File: src/design/wb_mem_pkg.sv
// Map constants are fixed at 4 banks of 256 words of 32 bits, and changing them re-sizes every module.
package wb_mem_pkg;

  // width of the wishbone byte address seen at the slave port.
  localparam int unsigned ADR_W = 32;

  // width of the wishbone data bus in both directions.
  localparam int unsigned DAT_W = 32;

  // one select bit per byte lane of the data bus.
  localparam int unsigned SEL_W = DAT_W / 8;

  // the low address bits pick a byte inside a word.
  // sel already carries the lane information, so these bits only
  // offset the word field and are not decoded.
  localparam int unsigned LANE_W = 2;

  // word index inside one bank, giving 256 words per bank.
  localparam int unsigned WORD_W = 8;

  // bank index, which sits directly above the word field.
  localparam int unsigned BANK_W = 2;

  // every value of the bank index maps to a generated bank,
  // so the decoder never sees an out-of-range bank number.
  localparam int unsigned NUM_BANKS = 1 << BANK_W;

  // first address bit above the mapped region.
  // any set bit from here up to ADR_W-1 is a decode miss and gets err.
  localparam int unsigned MAP_TOP = LANE_W + WORD_W + BANK_W;

  // resulting map:
  //   [1:0]   byte lane
  //   [9:2]   word
  //   [11:10] bank
  //   [31:12] must be zero
  // so the mapped region is 4 KiB starting at address zero.

endpackage

File: src/design/wb_bank_decoder.sv
// Purely combinational; lane bits are left to sel, and any address bit at 12 or above is a miss.
`timescale 1ns/1ps

module wb_bank_decoder (
  input  logic                             wb_cyc_i,
  input  logic                             wb_stb_i,
  input  logic [wb_mem_pkg::ADR_W-1:0]     wb_adr_i,
  output logic [wb_mem_pkg::NUM_BANKS-1:0] bank_stb_o,
  output logic [wb_mem_pkg::WORD_W-1:0]    word_adr_o,
  output logic                             req_miss_o
);

  // a live request needs both cyc and stb.
  logic                           req;

  // high when no address bit above the mapped region is set.
  logic                           mapped;

  // bank number taken from the bits just above the word field.
  logic [wb_mem_pkg::BANK_W-1:0]  bank_idx;

  assign req = wb_cyc_i & wb_stb_i;

  // the upper address bits must all be zero for a hit.
  assign mapped = ~|wb_adr_i[wb_mem_pkg::ADR_W-1:wb_mem_pkg::MAP_TOP];

  // the word index skips the byte-lane bits.
  // it goes to every bank, and only the strobed bank uses it.
  assign word_adr_o = wb_adr_i[wb_mem_pkg::LANE_W +: wb_mem_pkg::WORD_W];

  assign bank_idx =
    wb_adr_i[wb_mem_pkg::LANE_W + wb_mem_pkg::WORD_W +: wb_mem_pkg::BANK_W];

  // one-hot strobe for the addressed bank and a miss flag otherwise.
  // the bank count equals 2**BANK_W, so every index has a bank.
  // an idle bus keeps all strobes low and raises no miss.
  always_comb begin
    bank_stb_o = '0;
    req_miss_o = 1'b0;
    if (req) begin
      if (mapped) begin
        bank_stb_o[bank_idx] = 1'b1;
      end else begin
        // unmapped requests never reach a bank.
        // the collector answers them with err.
        req_miss_o = 1'b1;
      end
    end
  end

  // sel, we and the write data do not depend on the address.
  // they go from the top level to all banks unchanged.
  // mapped addresses on an idle bus are ignored by design.

endmodule

File: config.mk
export PLATFORM = sky130hd
export DESIGN_NAME = wb_bank_decoder
export DESIGN_NICKNAME = d
export VERILOG_FILES = /design/src/design/wb_mem_pkg.sv /design/src/design/wb_bank_decoder.sv
export SDC_FILE = /design/constraint.sdc
export NUM_CORES = 1
export LEC_CHECK = 0
export BUFFER_PORTS_ARGS = -buffer_cell sky130_fd_sc_hd__buf_2
export CAP_MARGIN = 5
export CORE_AREA = 2 2 39 41
export DETAILED_ROUTE_END_ITERATION = 10
export DIE_AREA = 0 0 41 43
export GPL_TIMING_DRIVEN = 0
export PLACE_DENSITY = 0.64
export SLEW_MARGIN = 20
export SYNTH_ARGS = -nofsm -noshare
export SYNTH_HDL_FRONTEND = slang
export SYNTH_SLANG_ARGS = --single-unit
File: constraint.sdc
create_clock -name vclk -period 2.5
set_input_delay 0.375 -clock vclk [all_inputs]
set_output_delay 0.375 -clock vclk [all_outputs]
set_load 0.005 [all_outputs]
==> metrics.yaml <==
pwr:
  p_int_uw: 29.5
  p_switching_uw: 14.5
  netSwitchingFraction_pct: 32.9
  p_leak_uw: 0.000208
  power.density_mw_per_mm2: 113
  ir_drop_uv: 22.3
  clockPowerShare_pct: 0
  total_power_uw: 44.0
  pwr-share-seq_pct: 0
  comb_power_share_pct: 100.0
layout:
  final_nets: 98
  fillers: 160
  drive_gt1_share_pct: 80.6
  multi_input_area_um2: 124
  mostFrequentLayoutCells: "37 x buf_2, 8 x buf_4, 5 x nor4_1"
  n_sequential_cell: 0
  final_common_cell: "buf_2"
  syn_to_final_growth_pct: 112
  n_antenna_cell: 0
  seq_area_um2: 0
  clock_buffers: 0
  final_util_pct: 28.1
grt:
  grt-ovfl-total: 0
  antenna_found_initial: 0
  grt_pass1_vias: 206
  grt_util_all_layers_pct: 5.09
  grt_pass1_wl_um: 683
  grt_start_max_net_pins: 6
route:
  drt_pass1_iterations: 1
  wl_met2_um: 281
  vias: 308
  dr.first_iter.drc_count: 0
  m1WireLength_um: 167
  via_per_inst: 3.95
  wl_met3_um: 141
  drt-total-wl_um: 590
  drcViolationCount: 0
  ant_nets: 0
  wire_per_inst_um: 7.56
  highest_layer: "met3"
sta:
  timing.slew.headroom_pct: 84.0
  setup_viol: 0
  setup_ws_ns: 0.731
  slew_violations: 0
  period_needed_ns: 1.77
  hold_violations: 0
  tns_ns: 0
  worst_slew_pin_slew_ns: 0.237
  whs_ns: 0.915
  rsz0062_at_grt: "no"
  fmax_ghz: 0.565
  final.period_utilization_pct: 70.8
yosys:
  yosysTopAreaCell: "buf_4"
  synth_top_cell_area_share_pct: 32.7
  synth.distinct_cells: 9
  syn-cell-area_um2: 184
  postSynthCellCount: 25
  ys_seq_area_share_pct: 0
  yosysWarningCount: 0
  synthTopCellsByArea: "buf_4 33%, nor4_2 20%, nor4_1 17%"
  synth_nets: 59
  syn_avg_cell_area_um2: 7.36
critical_path:
  slowest_stage: "nor4_1"
  crit_type: "primary input to primary output"
  crit_top_cell: "buf_2"
  crit_path_start_kind: "primary input"
  worstPathArrival_ns: 1.39
  cp.required_ns: 2.12
  cp-end-kind: "primary output"
  crit_chain: "buf_2 > nor4_2 > nand3_2 > nor4_1 > buf_2"
  path_buf_inv: 2
  slowest_delay_ns: 0.31
  critPathMaxFanout: 5
  cp_top_family: "simple AND/OR/NAND/NOR gates"
worst_hold_path:
  min_path_type: "primary input to primary output"
floorplan:
  die-area_mm2: 0.00176
  num_rows: 14
  ios: 47
  fp.coreArea_mm2: 0.00138
  start_util_pct: 13.3
  die_w_um: 41
  die_y_um: 43
cts:
  cts_resized: 0
  cts_hold_buf: 0
  post_cts_buffers: 0
outcome:
  status: "finished, final reports clean"
placed_design:
  port_buffers: 37
  place_congestion: 0.486
  dp_hpwl_um: 559
  place_ws_ns: 0.713
flow_run:
  maxCapViolCount: 0
## Yosys cell counts
library cell,instances
or3_1,1
nor3_1,1
nand2_1,3
nand3_2,1
nand2b_1,2
nor4_2,3
nor4_1,5
o21ba_2,1
buf_4,8
## area by class of cell
type / count / share of cell area [%]
buffer: 8 / 15.4
multi-input combinational: 17 / 31.8
tap: 16 / 5.14
timing repair buffer: 37 / 47.6
## per-layer routing
metal | GRT usage, % | up-vias
li1 | - | 162
met1 | 3.80 | 119
met2 | 12.2 | 27
met3 | 0 | 0
met4 | 0 | 0
met5 | 0 | -
## per-stage QoR
stage,cells,instance area [um2]
2_1_floorplan,25,184
3_3_place_gp,78,389
3_5_place_dp,78,389
4_1_cts,78,389
5_1_grt,78,389
6_report,78,389
## path summary, 6_finish.rpt
path / start / endpoint / slack, ns / depth (start not counted)
max: wb_adr_i[27] / bank_stb_o[2] / 0.73 / 5
min: wb_adr_i[6] / word_adr_o[4] / 0.91 / 2
## power by group through the flow
stage          clock network [uW]  logic [uW]  registers (uW)
2_1_floorplan                   0        16.8               0
3_3_place_gp                    0        43.9               0
3_5_place_dp                    0        44.5               0
4_1_cts                         0        44.6               0
5_1_grt                         0        49.4               0
6_report                        0        44.0               0
## cells by family (layout without fill, tap and decap cells)
kind of cell	count (synthesis)	after routing	synth area share (%)
AOI/OAI and AO/OA	1	1	5.44
buffers and inverters	8	45	32.7
and+or+nand+nor	16	16	61.9
Power figures use the tool's default switching activity.
