**config.mk**
```make
export PLATFORM = sky130hd
export DESIGN_NAME = wb_resp_collect
export DESIGN_NICKNAME = d
export VERILOG_FILES = /design/src/design/wb_mem_pkg.sv /design/src/design/wb_resp_collect.sv
export SDC_FILE = /design/constraint.sdc
export NUM_CORES = 1
export LEC_CHECK = 0
export ABC_AREA = 1
export BUFFER_PORTS_ARGS = -buffer_cell sky130_fd_sc_hd__buf_2
export CAP_MARGIN = 25
export CORE_MARGIN = 1
export CORE_UTILIZATION = 30
export DETAILED_ROUTE_END_ITERATION = 12
export HOLD_SLACK_MARGIN = 0.1
export PLACE_DENSITY = 0.84
export SYNTH_ARGS = -nofsm -noshare
export SYNTH_HDL_FRONTEND = slang
export SYNTH_SLANG_ARGS = --single-unit
```
**constraint.sdc**
```tcl
create_clock -name wb_clk_i -period 0.8 [get_ports wb_clk_i]
set_clock_uncertainty 0.15 [all_clocks]
set_input_delay 0.04 -clock wb_clk_i [delete_from_list [all_inputs] [get_ports wb_clk_i]]
set_output_delay 0.04 -clock wb_clk_i [all_outputs]
set_load 0.02 [all_outputs]
```
**src/design/wb_mem_pkg.sv**
```systemverilog
// Map constants are fixed at 4 banks of 256 words of 32 bits, and changing them re-sizes every module.
package wb_mem_pkg;

  // width of the wishbone byte address seen at the slave port.
  localparam int unsigned ADR_W = 32;

  // width of the wishbone data bus in both directions.
  localparam int unsigned DAT_W = 32;

  // one select bit per byte lane of the data bus.
  localparam int unsigned SEL_W = DAT_W / 8;

  // the low address bits pick a byte inside a word.
  // sel already carries the lane information, so these bits only
  // offset the word field and are not decoded.
  localparam int unsigned LANE_W = 2;

  // word index inside one bank, giving 256 words per bank.
  localparam int unsigned WORD_W = 8;

  // bank index, which sits directly above the word field.
  localparam int unsigned BANK_W = 2;

  // every value of the bank index maps to a generated bank,
  // so the decoder never sees an out-of-range bank number.
  localparam int unsigned NUM_BANKS = 1 << BANK_W;

  // first address bit above the mapped region.
  // any set bit from here up to ADR_W-1 is a decode miss and gets err.
  localparam int unsigned MAP_TOP = LANE_W + WORD_W + BANK_W;

  // resulting map:
  //   [1:0]   byte lane
  //   [9:2]   word
  //   [11:10] bank
  //   [31:12] must be zero
  // so the mapped region is 4 KiB starting at address zero.

endpackage

```
**src/design/wb_resp_collect.sv**
```systemverilog
// Assumes at most one bank acks per cycle; read data is only meaningful while wb_ack_o is high.
`timescale 1ns/1ps

module wb_resp_collect (
  input  logic                                             wb_clk_i,
  input  logic                                             wb_rst_i,
  input  logic [wb_mem_pkg::NUM_BANKS-1:0]                 bank_ack_i,
  input  logic [wb_mem_pkg::NUM_BANKS*wb_mem_pkg::DAT_W-1:0] bank_dat_i,
  input  logic                                             req_miss_i,
  output logic [wb_mem_pkg::DAT_W-1:0]                     wb_dat_o,
  output logic                                             wb_ack_o,
  output logic                                             wb_err_o
);

  // registered error for a decode miss sampled in the previous cycle.
  logic err_q;

  // any bank ack is the slave ack.
  assign wb_ack_o = |bank_ack_i;

  // and-or mux of the bank read data.
  // each bank holds its last read word while idle, so its data is
  // masked by its own ack and only the answering bank gets through.
  always_comb begin
    wb_dat_o = '0;
    for (int i = 0; i < wb_mem_pkg::NUM_BANKS; i++) begin
      wb_dat_o = wb_dat_o | (bank_dat_i[i*wb_mem_pkg::DAT_W +: wb_mem_pkg::DAT_W]
                             & {wb_mem_pkg::DAT_W{bank_ack_i[i]}});
    end
  end

  // err follows the same rules as a bank ack.
  // it rises one cycle after the miss is sampled and is not repeated
  // while the master keeps the same miss request on the bus.
  always_ff @(posedge wb_clk_i or posedge wb_rst_i) begin
    if (wb_rst_i) begin
      err_q <= 1'b0;
    end else begin
      err_q <= req_miss_i & ~err_q;
    end
  end

  assign wb_err_o = err_q;

  // only one bank can hold a request, so only one bank may answer.
  a_one_bank_ack : assert property (
    @(posedge wb_clk_i) disable iff (wb_rst_i)
    $onehot0(bank_ack_i)
  ) else $error("wb_resp_collect: several banks acked in one cycle");

  // each request gets exactly one kind of response.
  a_ack_err_excl : assert property (
    @(posedge wb_clk_i) disable iff (wb_rst_i)
    !(wb_ack_o && wb_err_o)
  ) else $error("wb_resp_collect: ack and err high together");

endmodule

```
==> flow_summary.yaml, run 1 <==
worst_setup_path:
  cp_common_cell: "sky130_fd_sc_hd__nand2_1"
  worst-path-buf-inv: 4
  critPathMaxFanout: 9
  slowest_stage: "sky130_fd_sc_hd__buf_16"
  r2r_setup_slack_ns: 0.07
  timing.critical_path.cells: "buf_12 > buf_16 > nand2_1 > nand2_1 > inv_1 > nand2_1 > buf_6"
  crit_arrival_ns: 0.72
  startpoint_type: "input port"
  capturing_element_type_of_the_critical_path: "output port"
  worst_path_largest_cell_delay_ns: 0.15
  timing.critical_path.required_ns: 0.61
  worstSetupPathType: "input port to output port"
  top_cell_family_by_delay_on_the_critical_path: "buffers and inverters"
routing:
  vias_per_cell: 4.69
  wire_per_inst_um: 14.5
  remaining_drc_errors: 0
  drt_pass1_iterations: 4
  dr.first_iter.drc_count: 96
  final_antenna_net_count: 0
  vias: 2516
  detail_route.wirelength_mm: 7.79
sta:
  setup_repair_after_global_routing_missed_its_margin: "yes"
  worstMarginPinSlew_ns: 0.106
  worst_slack_ns: -0.109
  finalHoldViolCount: 0
  fmax_mhz: 1100
  setup-violations-final: 33
  setup_total_negative_slack_ns: -1.70
  fin_worst_hold_slack_ns: 0.109
  timing.slew.headroom_pct: 92.9
  timing.final.max_slew_violations: 0
  min_period_over_period_pct: 114
  layout_min_cycle_time_ns: 0.909
layout:
  num-nets-final: 624
  antenna_cells_inserted: 0
  fill_cells: 258
  largest_register_ff_count: 1
  post_route_cells_drive_above_1_share_pct: 71.5
  area_growth_syn_to_layout_pct: 151
worst_hold_path:
  worst_min_path_class: "input port to flip-flop"
yosys:
  yosys_warnings: 0
  synth_top_area_share_pct: 60.2
  synth.ff_latch_count: 1
  unique_cell_type_count_in_the_yosys_netlist: 10
  synthesis.nets: 446
  synthDominantAreaCellType: "sky130_fd_sc_hd__nand2_1"
  mean_post_synth_cell_area_um2: 4.31
  yosysSeqAreaShare_pct: 1.87
  postSynthCellCount: 311
  synth.top_cells.by_area: "sky130_fd_sc_hd__nand2_1, sky130_fd_sc_hd__inv_1, sky130_fd_sc_hd__buf_6"
  synth.cell_area_mm2: 0.00134
floorplanning:
  start_util_pct: 32.4
  dieArea_mm2: 0.00474
  pin_count: 169
  fp.dieH_um: 68.9
  coreArea_mm2: 0.00414
  die_w_um: 68.9
  std_cell_rows: 23
global_route:
  first_global_vias: 2121
  antenna_violations_before_repair: 0
  grt_pass1_wl_mm: 9.32
  grt_max_degree: 13
  groute.usage.overall_pct: 26.5
  grt.overflow.total: 0
outcome:
  status: "finished, violations left"
  violations_in_the_final_reports: "negative setup slack"
pwr:
  total_power_density_per_cell_area_mw_per_mm2: 656
  power.sequential.fraction_pct: 2.6
  power.share.switching_pct: 48.0
  cellLeakagePower_nw: 2.15
  power.combinational.fraction_pct: 97.4
  report.power.total_mw: 2.21
  share_clk_of_total_power_pct: 0
  switching_power_mw: 1.06
  ir_drop_uv: 374
  cell_internal_pwr_mw: 1.15
place:
  placement.io_buffers: 168
  final_gp_congestion: 0.765
  post_detail_place_hpwl_mm: 3.97
clocking:
  path_clk_slew_ns: 0
  clock_latency_ns: 0
  postCtsSetupRepairBufs: 0
job:
  maxCapViolations: 0
==> cells by family (layout without fill, tap and decap cells) <==
family / after synthesis / in the layout / synth area share, %
simple gates: 228 / 228 / 65.7
buf+inv: 82 / 258 / 32.5
flops: 1 / 1 / 1.87
==> per-layer routing <==
metal / up-vias / GRT usage, % / part of all wire [%]
met1: 1122 / 27.1 / 33
met5: - / 0 / 0
met4: 0 / 4.85 / 2.6
met3: 22 / 2.96 / 8.1
li1: 1220 / - / -
met2: 152 / 55.9 / 57
==> Yosys cell counts, drive strengths merged <==
master,instances
nand2,225
dfrtp,1
inv,66
clkbuf,1
buf,15
nor2,3
==> final cells by class <==
type | count | area [um2] | share of cell area (%)
Inverter | 66 | 248 | 7.37
Multi-Input combinational cell | 228 | 1360 | 40.4
Sequential cell | 1 | 25.0 | 0.744
Tap cell | 50 | 62.6 | 1.86
Timing Repair Buffer | 192 | 1670 | 49.6
==> placed cells by master, fill, tap and decap left out <==
| cell type | netlist | final |
|---|---|---|
| sky130_fd_sc_hd__buf_16 | 0 | 12 |
| sky130_fd_sc_hd__nand2_1 | 215 | 89 |
| sky130_fd_sc_hd__nand2_2 | 10 | 105 |
| sky130_fd_sc_hd__nand2_4 | 0 | 31 |
| sky130_fd_sc_hd__inv_1 | 66 | 46 |
| sky130_fd_sc_hd__clkbuf_16 | 0 | 3 |
| sky130_fd_sc_hd__buf_8 | 1 | 1 |
| sky130_fd_sc_hd__dfrtp_1 | 1 | 1 |
| sky130_fd_sc_hd__buf_2 | 0 | 131 |
| sky130_fd_sc_hd__nor2_1 | 3 | 2 |
| sky130_fd_sc_hd__buf_6 | 11 | 34 |
| sky130_fd_sc_hd__nor2_4 | 0 | 1 |
| sky130_fd_sc_hd__dlygate4sd3_1 | 0 | 1 |
| sky130_fd_sc_hd__inv_2 | 0 | 20 |
| sky130_fd_sc_hd__buf_12 | 1 | 10 |
==> per-stage QoR <==
stage               util (%)  instances  setup WS, ns  cell area [um2]
floorplan                  -        311        0.0332             1340
global placement        53.2        521       -0.0923             2200
detailed placement      53.2        521        -0.121             2200
CTS                     69.9        534       -0.0466             2900
global route            81.2        537        -0.117             3360
finish                  81.2        537        -0.109             3360
==> path summary, 6_finish.rpt <==
path | cells after the start | from | end
min in group asynchronous | 3 | wb_rst_i | wb_err_o
setup / recovery | 7 | bank_ack_i[0] | wb_dat_o[28]
max in group asynchronous | 3 | wb_rst_i | wb_err_o
setup reg to reg | 1 | wb_err_o | wb_err_o
hold reg to reg | 1 | wb_err_o | wb_err_o
hold / removal | 3 | req_miss_i | wb_err_o
==> power by group through the flow <==
stage / Clock (mW) / Combinational [mW] / Sequential (mW)
2_1_floorplan: 0 / 0.730 / 0.0610
5_1_grt: 0 / 2.29 / 0.0575
4_1_cts: 0 / 1.78 / 0.0572
3_5_place_dp: 0 / 1.26 / 0.0572
3_3_place_gp: 0 / 1.24 / 0.0564
6_report: 0 / 2.15 / 0.0574
==> repair_timing <==
item / CTS / global route
pin swaps: 23 / 45
cloned: 12 / 3
resized for setup: 133 / 144
endpoints found under the hold margin: 1 / 0
hold buffers: 1 / 0
endpoints found under the setup margin: 33 / 33
No activity file was read; power rests on OpenSTA's default activity.
==> run 2, diff against run 1 <==
--- a/config.mk
+++ b/config.mk
@@ -9,10 +9,11 @@
 export BUFFER_PORTS_ARGS = -buffer_cell sky130_fd_sc_hd__buf_2
 export CAP_MARGIN = 25
 export CORE_MARGIN = 1
-export CORE_UTILIZATION = 30
+export CORE_UTILIZATION = 33
 export DETAILED_ROUTE_END_ITERATION = 12
 export HOLD_SLACK_MARGIN = 0.1
-export PLACE_DENSITY = 0.84
+export PLACE_DENSITY = 0.87
 export SYNTH_ARGS = -nofsm -noshare
 export SYNTH_HDL_FRONTEND = slang
 export SYNTH_SLANG_ARGS = --single-unit
+export TNS_END_PERCENT = 1
==> constraint.sdc (replaced) <==
create_clock -name wb_clk_i -period 0.9 [get_ports wb_clk_i]
set_clock_uncertainty 0.15 [all_clocks]
set_input_delay 0.045 -clock wb_clk_i [delete_from_list [all_inputs] [get_ports wb_clk_i]]
set_output_delay 0.045 -clock wb_clk_i [all_outputs]
set_load 0.02 [all_outputs]
==> run 2 against run 1 <==
The run now ends clean. Die area decreased by 8.8%. Critical endpoint is now wb_dat_o[3]. Largest power group unchanged. Via count decreased by 8.9%. Critical path depth unchanged. Total power decreased by 34%.
==> flow_summary.yaml, run 2 (same netlist as run 1, synthesis figures left out) <==
worst_setup_path:
  cp_common_cell: "sky130_fd_sc_hd__nand2_1"
  capturing_element_type_of_the_critical_path: "output port"
  crit_arrival_ns: 0.69
  timing.critical_path.required_ns: 0.70
  worstSetupStartpoint: "bank_ack_i[0]"
  worst_path_largest_cell_delay_ns: 0.14
  worst_r2r_endpoint: "wb_err_o"
  top_cell_family_by_delay_on_the_critical_path: "buffers and inverters"
  worst-path-buf-inv: 4
  timing.critical_path.cells: "buf_8 > buf_12 > nand2_1 > nand2_1 > inv_1 > nand2_2 > buf_6"
  critPathMaxFanout: 9
  r2r_start: "wb_err_o"
  ff2ff_path_depth: 1
  slowest_stage: "sky130_fd_sc_hd__buf_12"
  startpoint_type: "input port"
  r2r_setup_slack_ns: 0.22
  worstSetupPathType: "input port to output port"
sta:
  setup_repair_after_global_routing_missed_its_margin: "yes"
  finalHoldViolCount: 0
  timing.slew.headroom_pct: 92.3
  timing.final.max_slew_violations: 0
  worstMarginPinSlew_ns: 0.116
  layout_min_cycle_time_ns: 0.886
  fin_worst_hold_slack_ns: 0.121
  min_period_over_period_pct: 98.4
  setup-violations-final: 0
  fmax_mhz: 1130
layout:
  fill_cells: 318
  multi_input_comb_area_um2: 911
  fin_cells: 530
  antenna_cells_inserted: 0
  post_route_cells_drive_above_1_share_pct: 43.2
  num-nets-final: 619
  area_growth_syn_to_layout_pct: 97.4
  mostFrequentLayoutCell: "sky130_fd_sc_hd__nand2_1"
  sequential_cell_area_um2: 25.0
  final_cell_mix: "sky130_fd_sc_hd__nand2_1, sky130_fd_sc_hd__buf_2, sky130_fd_sc_hd__inv_1"
  largest_register_ff_count: 1
routing:
  remaining_drc_errors: 0
  final_antenna_net_count: 0
  detail_route.wirelength_mm: 5.70
  vias_per_cell: 4.33
  drt_pass1_iterations: 4
  wire_per_inst_um: 10.8
  vias: 2293
  dr.first_iter.drc_count: 130
floorplanning:
  coreArea_mm2: 0.00377
  die_w_um: 65.8
  fp.dieH_um: 65.8
  std_cell_rows: 22
  pin_count: 169
  dieArea_mm2: 0.00432
  start_util_pct: 35.6
clocking:
  postCtsSetupRepairBufs: 0
  clock_latency_ns: 0
  path_clk_slew_ns: 0
pwr:
  cellLeakagePower_nw: 1.89
  switching_power_mw: 0.687
  power.sequential.fraction_pct: 3.4
  power.combinational.fraction_pct: 96.6
  ir_drop_uv: 356
  cell_internal_pwr_mw: 0.778
  total_power_density_per_cell_area_mw_per_mm2: 554
  power.share.switching_pct: 46.9
  share_clk_of_total_power_pct: 0
worst_hold_path:
  worst_hold_path.endpoint: "wb_err_o"
  min_delay_path_depth: 3
  worst_min_path_class: "input port to flip-flop"
  holdCritStartpoint: "req_miss_i"
global_route:
  groute.usage.overall_pct: 20.5
  grt.overflow.total: 0
  antenna_violations_before_repair: 0
  grt_pass1_wl_mm: 7.43
  first_global_vias: 1973
  grt_max_degree: 20
place:
  post_detail_place_hpwl_mm: 3.84
  final_gp_congestion: 0.860
  cells_after_dpl: 519
  placement.io_buffers: 168
outcome:
  status: "complete, no violations"
job:
  maxCapViolations: 0
## run 2: worst max path at each step
stage / depth (start not counted) / slack (ns) / to
after floorplan: 1 / 0.13 / wb_err_o
after global placement: 7 / -0.02 / wb_dat_o[27]
after detailed placement: 7 / -0.03 / wb_dat_o[9]
after CTS: 7 / 0.006 / wb_dat_o[6]
after global routing: 7 / -0.02 / wb_dat_o[21]
final: 7 / 0.01 / wb_dat_o[3]
## run 2: per-layer routing
metal	vias to the layer above	track usage (%)	routed length, um
li1	1198	-	-
met1	959	19.2	2020
met2	130	44.1	3010
met3	6	2.60	583
met4	0	5.98	90
met5	-	0	0
## run 2: cell type report
cell class | instances | area share [%]
Multi-Input combinational cell | 228 | 34.4
Timing Repair Buffer | 187 | 53.0
Inverter | 66 | 9.36
Sequential cell | 1 | 0.945
Tap cell | 48 | 2.27
## run 2: metrics by stage
stage	total power, mW	area, um2	TNS, ns	utilization (%)	worst slack (ns)
final	1.47	2650	0	70.2	0.0142
after global routing	1.59	2650	-0.0462	70.2	-0.0153
after CTS	1.20	2240	0	59.5	0.00573
after global placement	1.16	2210	-0.0561	58.7	-0.0174
after detailed placement	1.18	2210	-0.388	58.7	-0.0334
after floorplan	0.703	1340	0	-	0.133
## run 2: power groups by stage
stage / clock [mW] / sequential, mW / combinational (mW)
floorplan: 0 / 0.0542 / 0.649
global placement: 0 / 0.0501 / 1.11
detailed placement: 0 / 0.0503 / 1.13
CTS: 0 / 0.0503 / 1.15
global route: 0 / 0.0509 / 1.54
finish: 0 / 0.0503 / 1.42
## run 2: what timing repair did
item,4_1_cts,5_1_grt
hold endpoints to repair,1,0
hold buffers,1,0
pin swaps,0,2
gates cloned,0,10
setup endpoints to repair,29,32
gates resized for setup,7,58
